`config.mk`:
```
export PLATFORM = sky130hd
export DESIGN_NAME = ccipTransmitter
export DESIGN_NICKNAME = d
export VERILOG_FILES = /design/src/source/ccipPkg.sv /design/src/source/nicTxPkg.sv /design/src/source/flowFifo.sv /design/src/source/requestQueue.sv /design/src/source/batchScheduler.sv /design/src/source/clWriter.sv /design/src/source/ccipTransmitter.sv
export SDC_FILE = /design/constraint.sdc
export NUM_CORES = 2
export LEC_CHECK = 0
export BUFFER_PORTS_ARGS = -buffer_cell sky130_fd_sc_hd__buf_2
export CAP_MARGIN = 10
export CORE_MARGIN = 2
export CORE_UTILIZATION = 53
export DETAILED_ROUTE_END_ITERATION = 6
export PLACE_DENSITY = 0.71
export SKIP_LAST_GASP = 1
export SLEW_MARGIN = 20
export SYNTH_ARGS = -nofsm -noshare
export SYNTH_HDL_FRONTEND = slang
export SYNTH_SLANG_ARGS = --single-unit
```
`constraint.sdc`:
```
create_clock -name clk -period 10.3 [get_ports clk]
set_input_delay 0.515 -clock clk [delete_from_list [all_inputs] [get_ports clk]]
set_output_delay 0.515 -clock clk [all_outputs]
set_load 0.005 [all_outputs]
```
`src/source/ccipPkg.sv`:
```
// CCI-P channel 1 transmit types
// Write-line request header and the line that carries it toward the host
package ccipPkg;

    localparam int CL_ADDR_WIDTH = 42;
    localparam int CL_DATA_WIDTH = 512;

    typedef logic [CL_ADDR_WIDTH-1:0] ClAddr;

    // Number of lines in a multi-line write
    typedef enum logic [1:0] {
        eClLen1 = 2'b00,
        eClLen2 = 2'b01,
        eClLen4 = 2'b11
    } ClLen;

    typedef enum logic [3:0] {
        eReqWrLineI = 4'h0,
        eReqWrLineM = 4'h1,
        eReqWrFence = 4'h4
    } ReqType;

    typedef struct packed {
        ReqType reqType;
        ClLen   clLen;
        logic   sop;
        ClAddr  address;
    } C1TxHdr;

    typedef struct packed {
        logic                     valid;
        C1TxHdr                   hdr;
        logic [CL_DATA_WIDTH-1:0] data;
    } C1Tx;

endpackage

```
`src/source/nicTxPkg.sv`:
```
// NIC transmit path definitions
// Sizes of the flow FIFOs and the request queue, plus the request and
// the internal transfer structs between queue, scheduler and writer
package nicTxPkg;

    localparam int L_MAX_FLOWS  = 2;
    localparam int MAX_FLOWS    = 1 << L_MAX_FLOWS;

    localparam int L_FIFO_DEPTH = 3;
    localparam int FIFO_DEPTH   = 1 << L_FIFO_DEPTH;

    localparam int L_SLOTS      = 5;
    localparam int SLOTS        = 1 << L_SLOTS;

    // Largest batch is 4 lines
    localparam int L_MAX_BATCH  = 2;

    typedef logic [L_MAX_FLOWS-1:0]  FlowId;
    typedef logic [L_SLOTS-1:0]      SlotId;
    typedef logic [L_MAX_BATCH:0]    BatchCnt;
    typedef logic [L_FIFO_DEPTH:0]   FifoCnt;

    typedef struct packed {
        logic [15:0] rpcId;
        logic [47:0] arg;
    } RpcReq;

    // Travels with each read so the writer knows flow and beat
    typedef struct packed {
        FlowId                  flow;
        logic [L_MAX_BATCH-1:0] beat;
    } TxTag;

    typedef struct packed {
        logic  valid;
        SlotId slot;
        TxTag  tag;
    } RqRead;

    typedef struct packed {
        logic  valid;
        RpcReq req;
        TxTag  tag;
    } RqResp;

    typedef struct packed {
        logic [MAX_FLOWS-1:0] en;
        SlotId                slot;
    } FlowPush;

endpackage

```
`src/source/flowFifo.sv`:
```
// Per-flow FIFO of slot numbers
// Show-ahead circular buffer, head is valid whenever count is nonzero
`timescale 1ns/1ns

module flowFifo (
    input  logic             clk,
    input  logic             reset,
    input  logic             push,
    input  nicTxPkg::SlotId  pushSlot,
    input  logic             pop,
    output nicTxPkg::SlotId  head,
    output nicTxPkg::FifoCnt count
);

    nicTxPkg::SlotId                 entries [nicTxPkg::FIFO_DEPTH];
    logic [nicTxPkg::L_FIFO_DEPTH-1:0] wrPtr;
    logic [nicTxPkg::L_FIFO_DEPTH-1:0] rdPtr;

    assign head = entries[rdPtr];

    always_ff @(posedge clk) begin
        if (push) begin
            entries[wrPtr] <= pushSlot;
        end
    end

    always_ff @(posedge clk) begin
        if (reset) begin
            wrPtr <= '0;
            rdPtr <= '0;
            count <= '0;
        end else begin
            if (push) begin
                wrPtr <= wrPtr + 1'b1;
            end
            if (pop) begin
                rdPtr <= rdPtr + 1'b1;
            end
            // Simultaneous push and pop leave the count unchanged
            case ({push, pop})
                2'b10:   count <= count + 1'b1;
                2'b01:   count <= count - 1'b1;
                default: count <= count;
            endcase
        end
    end

    aNoOverflow: assert property (@(posedge clk) disable iff (reset)
        push |-> (count != nicTxPkg::FifoCnt'(nicTxPkg::FIFO_DEPTH)));

    aNoUnderflow: assert property (@(posedge clk) disable iff (reset)
        pop |-> (count != '0));

endmodule

```
`src/source/requestQueue.sv`:
```
// Shared request queue
// Stores accepted requests in free slots, steers slot numbers to the
// flow FIFOs and answers tagged reads one cycle later
`timescale 1ns/1ns

module requestQueue (
    input  logic              clk,
    input  logic              reset,
    input  logic              start,
    input  logic              rpcValid,
    input  nicTxPkg::RpcReq   rpcIn,
    input  nicTxPkg::FlowId   rpcFlowId,
    input  nicTxPkg::FifoCnt  flowCount [nicTxPkg::MAX_FLOWS],
    output nicTxPkg::FlowPush flowPush,
    input  nicTxPkg::RqRead   rdReq,
    output nicTxPkg::RqResp   rdResp,
    output logic              dropped
);

    nicTxPkg::RpcReq                 mem [nicTxPkg::SLOTS];
    logic [nicTxPkg::SLOTS-1:0]      freeMap;
    nicTxPkg::SlotId                 freeSlot;
    logic                            anyFree;
    logic [nicTxPkg::MAX_FLOWS-1:0]  fifoFull;
    logic [nicTxPkg::MAX_FLOWS-1:0]  pushEn;
    logic                            accept;

    logic                            respValid;
    nicTxPkg::RpcReq                 respReq;
    nicTxPkg::TxTag                  respTag;

    // Lowest free slot wins
    always_comb begin
        freeSlot = '0;
        anyFree  = 1'b0;
        for (int i = nicTxPkg::SLOTS - 1; i >= 0; i--) begin
            if (freeMap[i]) begin
                freeSlot = nicTxPkg::SlotId'(i);
                anyFree  = 1'b1;
            end
        end
    end

    always_comb begin
        for (int f = 0; f < nicTxPkg::MAX_FLOWS; f++) begin
            fifoFull[f] = flowCount[f] == nicTxPkg::FifoCnt'(nicTxPkg::FIFO_DEPTH);
        end
    end

    assign accept  = start && rpcValid && anyFree && !fifoFull[rpcFlowId];
    assign dropped = start && rpcValid && !accept;

    always_comb begin
        for (int f = 0; f < nicTxPkg::MAX_FLOWS; f++) begin
            pushEn[f] = accept && (rpcFlowId == nicTxPkg::FlowId'(f));
        end
    end

    assign flowPush = '{en: pushEn, slot: freeSlot};

    always_ff @(posedge clk) begin
        if (reset) begin
            freeMap <= '1;
        end else begin
            if (accept) begin
                freeMap[freeSlot] <= 1'b0;
            end
            // Slot is released as its entry is read out
            if (rdReq.valid) begin
                freeMap[rdReq.slot] <= 1'b1;
            end
        end
    end

    always_ff @(posedge clk) begin
        if (accept) begin
            mem[freeSlot] <= rpcIn;
        end
        respReq <= mem[rdReq.slot];
        respTag <= rdReq.tag;
    end

    always_ff @(posedge clk) begin
        if (reset) begin
            respValid <= 1'b0;
        end else begin
            respValid <= rdReq.valid;
        end
    end

    assign rdResp = '{valid: respValid, req: respReq, tag: respTag};

    aReadAllocated: assert property (@(posedge clk) disable iff (reset)
        rdReq.valid |-> !freeMap[rdReq.slot]);

    aNoAllocFree: assert property (@(posedge clk) disable iff (reset)
        (accept && rdReq.valid) |-> (freeSlot != rdReq.slot));

endmodule

```
`src/source/batchScheduler.sv`:
```
// Round-robin batch scheduler
// Scans the flows for a full batch, then pops it one entry per cycle
// and issues the matching request queue reads
`timescale 1ns/1ns

module batchScheduler (
    input  logic                           clk,
    input  logic                           reset,
    input  nicTxPkg::FlowId                numberOfFlows,
    input  logic [1:0]                     lBatchSize,
    input  logic                           almFull,
    input  nicTxPkg::FifoCnt               flowCount [nicTxPkg::MAX_FLOWS],
    input  nicTxPkg::SlotId                flowHead [nicTxPkg::MAX_FLOWS],
    output logic [nicTxPkg::MAX_FLOWS-1:0] flowPop,
    output nicTxPkg::RqRead                rdReq
);

    typedef enum logic {
        StIdle,
        StTransmit
    } SchedState;

    SchedState         state;
    nicTxPkg::FlowId   flowPtr;
    nicTxPkg::BatchCnt batchSize;
    nicTxPkg::BatchCnt beatCnt;
    logic              startBatch;
    logic              lastBeat;

    logic              readValid;
    nicTxPkg::SlotId   readSlot;
    nicTxPkg::TxTag    readTag;

    assign batchSize = nicTxPkg::BatchCnt'(1) << lBatchSize;

    // New batches wait for the host side to drain
    assign startBatch = (state == StIdle) && !almFull
        && (flowCount[flowPtr] >= nicTxPkg::FifoCnt'(batchSize));
    assign lastBeat = beatCnt == batchSize - 1'b1;

    always_comb begin
        flowPop = '0;
        if (state == StTransmit) begin
            flowPop[flowPtr] = 1'b1;
        end
    end

    always_ff @(posedge clk) begin
        if (reset) begin
            state   <= StIdle;
            flowPtr <= '0;
            beatCnt <= '0;
        end else begin
            case (state)
                StIdle: begin
                    if (startBatch) begin
                        state   <= StTransmit;
                        beatCnt <= '0;
                    end else if (flowPtr >= numberOfFlows) begin
                        flowPtr <= '0;
                    end else begin
                        flowPtr <= flowPtr + 1'b1;
                    end
                end
                StTransmit: begin
                    if (lastBeat) begin
                        state   <= StIdle;
                        beatCnt <= '0;
                    end else begin
                        beatCnt <= beatCnt + 1'b1;
                    end
                end
                default: state <= StIdle;
            endcase
        end
    end

    always_ff @(posedge clk) begin
        if (reset) begin
            readValid <= 1'b0;
        end else begin
            readValid <= |flowPop;
        end
    end

    always_ff @(posedge clk) begin
        readSlot <= flowHead[flowPtr];
        readTag  <= '{flow: flowPtr, beat: beatCnt[nicTxPkg::L_MAX_BATCH-1:0]};
    end

    assign rdReq = '{valid: readValid, slot: readSlot, tag: readTag};

    // Granted flow still holds the rest of its batch
    aBatchAvailable: assert property (@(posedge clk) disable iff (reset)
        (state == StTransmit)
            |-> (flowCount[flowPtr] >= nicTxPkg::FifoCnt'(batchSize - beatCnt)));

endmodule

```
`src/source/clWriter.sv`:
```
// Cache-line writer
// Turns queue read results into registered CCI-P write-line requests
`timescale 1ns/1ns

module clWriter (
    input  logic            clk,
    input  logic            reset,
    input  ccipPkg::ClAddr  txBaseAddr,
    input  logic [1:0]      lBatchSize,
    input  nicTxPkg::RqResp rdResp,
    output ccipPkg::C1Tx    c1Tx
);

    ccipPkg::ClLen                     clLen;
    ccipPkg::ClAddr                    lineAddr;
    ccipPkg::C1TxHdr                   nextHdr;
    logic [ccipPkg::CL_DATA_WIDTH-1:0] nextData;

    logic                              lineValid;
    ccipPkg::C1TxHdr                   lineHdr;
    logic [ccipPkg::CL_DATA_WIDTH-1:0] lineData;

    always_comb begin
        case (lBatchSize)
            2'd0:    clLen = ccipPkg::eClLen1;
            2'd1:    clLen = ccipPkg::eClLen2;
            default: clLen = ccipPkg::eClLen4;
        endcase
    end

    // Each flow owns a block of batch-size lines above the base
    assign lineAddr = txBaseAddr
        + (ccipPkg::ClAddr'(rdResp.tag.flow) << lBatchSize)
        + ccipPkg::ClAddr'(rdResp.tag.beat);

    assign nextHdr = '{reqType: ccipPkg::eReqWrLineI, clLen: clLen,
                       sop: rdResp.tag.beat == '0, address: lineAddr};

    always_comb begin
        nextData = '0;
        nextData[$bits(nicTxPkg::RpcReq)-1:0] = rdResp.req;
    end

    always_ff @(posedge clk) begin
        if (reset) begin
            lineValid <= 1'b0;
        end else begin
            lineValid <= rdResp.valid;
        end
    end

    always_ff @(posedge clk) begin
        lineHdr  <= nextHdr;
        lineData <= nextData;
    end

    assign c1Tx = '{valid: lineValid, hdr: lineHdr, data: lineData};

    aBatchSizeRange: assert property (@(posedge clk) disable iff (reset)
        lBatchSize <= 2'd2);

endmodule

```
`src/source/ccipTransmitter.sv`:
```
// CPU-to-NIC transmit path
// Request queue and flow FIFOs feed a batch scheduler whose reads
// leave as batched CCI-P write lines
`timescale 1ns/1ns

module ccipTransmitter (
    input  logic            clk,
    input  logic            reset,
    input  nicTxPkg::FlowId numberOfFlows,
    input  ccipPkg::ClAddr  txBaseAddr,
    input  logic [1:0]      lBatchSize,
    input  logic            start,
    input  nicTxPkg::RpcReq rpcIn,
    input  logic            rpcValid,
    input  nicTxPkg::FlowId rpcFlowId,
    input  logic            c1AlmFull,
    output ccipPkg::C1Tx    c1Tx,
    output logic            txReady,
    output logic            pdropTxFlows
);

    nicTxPkg::FlowPush              flowPush;
    nicTxPkg::FifoCnt               flowCount [nicTxPkg::MAX_FLOWS];
    nicTxPkg::SlotId                flowHead [nicTxPkg::MAX_FLOWS];
    logic [nicTxPkg::MAX_FLOWS-1:0] flowPop;
    nicTxPkg::RqRead                rdReq;
    nicTxPkg::RqResp                rdResp;

    assign txReady = ~c1AlmFull;

    requestQueue u_requestQueue (
        .clk       (clk),
        .reset     (reset),
        .start     (start),
        .rpcValid  (rpcValid),
        .rpcIn     (rpcIn),
        .rpcFlowId (rpcFlowId),
        .flowCount (flowCount),
        .flowPush  (flowPush),
        .rdReq     (rdReq),
        .rdResp    (rdResp),
        .dropped   (pdropTxFlows)
    );

    for (genvar g = 0; g < nicTxPkg::MAX_FLOWS; g++) begin : gFlow
        flowFifo u_flowFifo (
            .clk      (clk),
            .reset    (reset),
            .push     (flowPush.en[g]),
            .pushSlot (flowPush.slot),
            .pop      (flowPop[g]),
            .head     (flowHead[g]),
            .count    (flowCount[g])
        );
    end

    batchScheduler u_batchScheduler (
        .clk           (clk),
        .reset         (reset),
        .numberOfFlows (numberOfFlows),
        .lBatchSize    (lBatchSize),
        .almFull       (c1AlmFull),
        .flowCount     (flowCount),
        .flowHead      (flowHead),
        .flowPop       (flowPop),
        .rdReq         (rdReq)
    );

    clWriter u_clWriter (
        .clk        (clk),
        .reset      (reset),
        .txBaseAddr (txBaseAddr),
        .lBatchSize (lBatchSize),
        .rdResp     (rdResp),
        .c1Tx       (c1Tx)
    );

endmodule

```
==> run summary <==
status = finished clean
leakage power = 35.2 nW
most common cell in the netlist = edfxtp_1
Synth Area in Simple Gates = 0.0236
largest family of logic cells by synthesized area = multiplexers
post-CTS sizing = 0
Die H = 429 um
R2R Setup Slk = 5790 ps
DP Area = 98100 um2
worst slew pin tran = 1170 ps
# DRC = 0
Area growth syn-to-layout = 11.4%
Total Routed Length = 216 mm
grt total ovfl = 0
R2R depth = 7
max cap viols = 0
Port Buffers = 228
worst-path maximum fanout = 36
Synth Area in XOR/XNOR = 0.00632
adder-cell share of the synthesized area = 0.00573
final setup vio count = 0
number of H-tree levels = 4
WP data arrival = 5020 ps
period utilization = 0.438
via count = 46400
Final ANT Viol Nets = 0
Max Root-Sink Buffers = 3
Max Slew Vio Count = 0
Worst Path Required = 10810 ps
Synth top cells by count = 2208 x edfxtp_1, 561 x mux4_2, 453 x buf_4
CP Capture Type = flop
Post-CTS Hold Buffers = 56
CTS tree = done
Sum Neg Setup Slack = 0 ps
vias in the first global route = 45700
via-per-instance ratio = 6.05
register area share after synthesis = 0.752
drt pass-1 iters = 6
pwr dens = 221 nW/um2
unrepaired setup endpoints after global routing = no
Gate Count Post-Synth = 4718
Routed wire per std cell = 28.1 um
ranking of synthesized cells by area = edfxtp_1 69%, mux4_2 13%, dfxtp_1 5.8%
initial core utilization = 0.535
reg2reg start = gFlow[2].u_flowFifo.count[1]
HPWL after DPL = 115 mm
share of layout cells above drive strength 1 = 0.246
standard-cell row count = 155
# IOs = 681
Syn Std Cell Area = 95700 um2
Yosys cell types = 75
die area = 184000 um2
final hold violations = 0
Placer Congestion = 0.841
Setup Fix Bufs, Post-CTS = 0
post-synthesis compound-gate area fraction = 0.0306
largest net degree at the start of global routing = 108
Worst Hold Class = in2reg
share of Yosys cell area claimed by the top area cell type = 0.693
Max-slew headroom = 0.218
Worst setup startpoint = gFlow[2].u_flowFifo.count[1]
NumNets Final = 5261
chip width = 429 um
mux share of post-synthesis cell area = 0.135
worst setup path end = u_requestQueue.mem[21][28]
TritonCTS Buffers = 232
placed insts = 7167
ys async rst share = 0
top_reg_cell synth = edfxtp_1
Total Routing Usage GR = 0.232
Clock Sinks = 2487
f_max = 222 MHz
CP Class = reg2reg
RR Endpoint = u_requestQueue.mem[21][28]
warnings from Yosys = 0
final total power = 23.5 mW
Setup WS post-layout = 5790 ps
final hold slack = 81.0 ps
first-pass GRT wire length = 314 mm
post-layout minimum cycle time = 4510 ps
DRT iter0 DRCs = 5569
Max Clock Skew = 77.6 ps
EDFF count, synth = 2208
design area = 107000 um2
fin util = 0.596
initial antenna violation count = 16
core box area = 179000 um2
dpl ws = 5610 ps
Yosys reg bits = 2487
Non-Filler Instances = 7668
Avg Cell Area, Syn = 20.3 um2
cell taking the most area after synthesis = edfxtp_1
crit path launch type = flop
worst skew pair latency = 890 ps
clock-pin slew on the worst setup and hold paths = 60 ps
clk root buf = clkbuf_16
Max VDD drop = 0.168 mV
==> worst min path at each step <==
stage,startpoint,to,slack (ps),cells after the start
global route,txBaseAddr[1],u_clWriter.c1Tx[513],60,3
detailed placement,u_requestQueue.rdResp[24],u_clWriter.lineData[20],310,0
finish,txBaseAddr[1],u_clWriter.c1Tx[513],80,3
CTS,txBaseAddr[1],u_clWriter.c1Tx[513],20,3
floorplan,u_requestQueue.rdResp[4],u_clWriter.lineData[0],310,0
global placement,u_batchScheduler.rdReq[1],u_requestQueue.rdResp[1],310,0
==> power by group <==
part | internal (mW) | leakage [nW] | switching [mW]
Clock | 4.91 | 3.91 | 3.77
Sequential | 11.3 | 22.3 | 0.231
Combinational | 1.50 | 8.99 | 1.80
==> metal layers <==
metal | vias to the layer above | wire (um) | track usage
li1 | 19100 | - | -
met1 | 24600 | 85600 | 0.326
met2 | 2282 | 107000 | 0.378
met3 | 339 | 17800 | 0.0429
met4 | 8 | 5420 | 0.0654
met5 | - | 53 | 0
==> layout by cell type (no fill, tap or decap), drive strengths merged, types with 78 or more instances in the layout <==
master     n
mux4     561
clkbuf   326
clkinv    89
conb     452
nor2      89
a22oi    257
dfxtp    279
nand4     78
edfxtp  2208
buf      309
==> flip-flops by register name, indices dropped and copies added, names as in the netlist, 2 cells and up, named ones only <==
name / flops
u_batchScheduler.flowPtr: 2
u_requestQueue.freeMap: 32
u_batchScheduler.rdReq: 4
u_requestQueue.mem: 2048
u_batchScheduler.readSlot: 5
gFlow.u_flowFifo.entries: 160
gFlow.u_flowFifo.count: 16
gFlow.u_flowFifo.wrPtr: 12
u_clWriter.lineData: 64
gFlow.u_flowFifo.rdPtr: 12
u_requestQueue.rdResp: 68
u_batchScheduler.beatCnt: 3
u_clWriter.c1Tx: 45
==> area by class of cell <==
type                            instances  area (um2)
Fill cell                           12400       72300
Inverter                               60         268
Clock inverter                        118        1250
Sequential cell                      2487       71900
Antenna cell                            1        2.50
Tap cell                             2355        2950
Timing Repair Buffer                  365        2400
Multi-Input combinational cell       1956       21100
Clock buffer                          326        6640
==> critical path, cell delays in order (launching register included) <==
cell and delay [ps]:
dfxtp_1 470, nor4b_1 100, mux2_2 320, a211o_1 560, nor4_1 820, nand2b_1 290, nor2_4 870, buf_4 640
==> kinds of logic (layout without fill, tap and decap cells) <==
logic type / Yosys count / in the layout
DFF: 2487 / 2487
other: 1 / 453
buffers and inverters: 726 / 869
AOI/OAI and AO/OA: 394 / 394
and+or+nand+nor: 407 / 407
xor gates and xnor gates: 69 / 69
muxes: 592 / 592
adders and majority gates: 42 / 42
(Power assumes the default switching activity.)
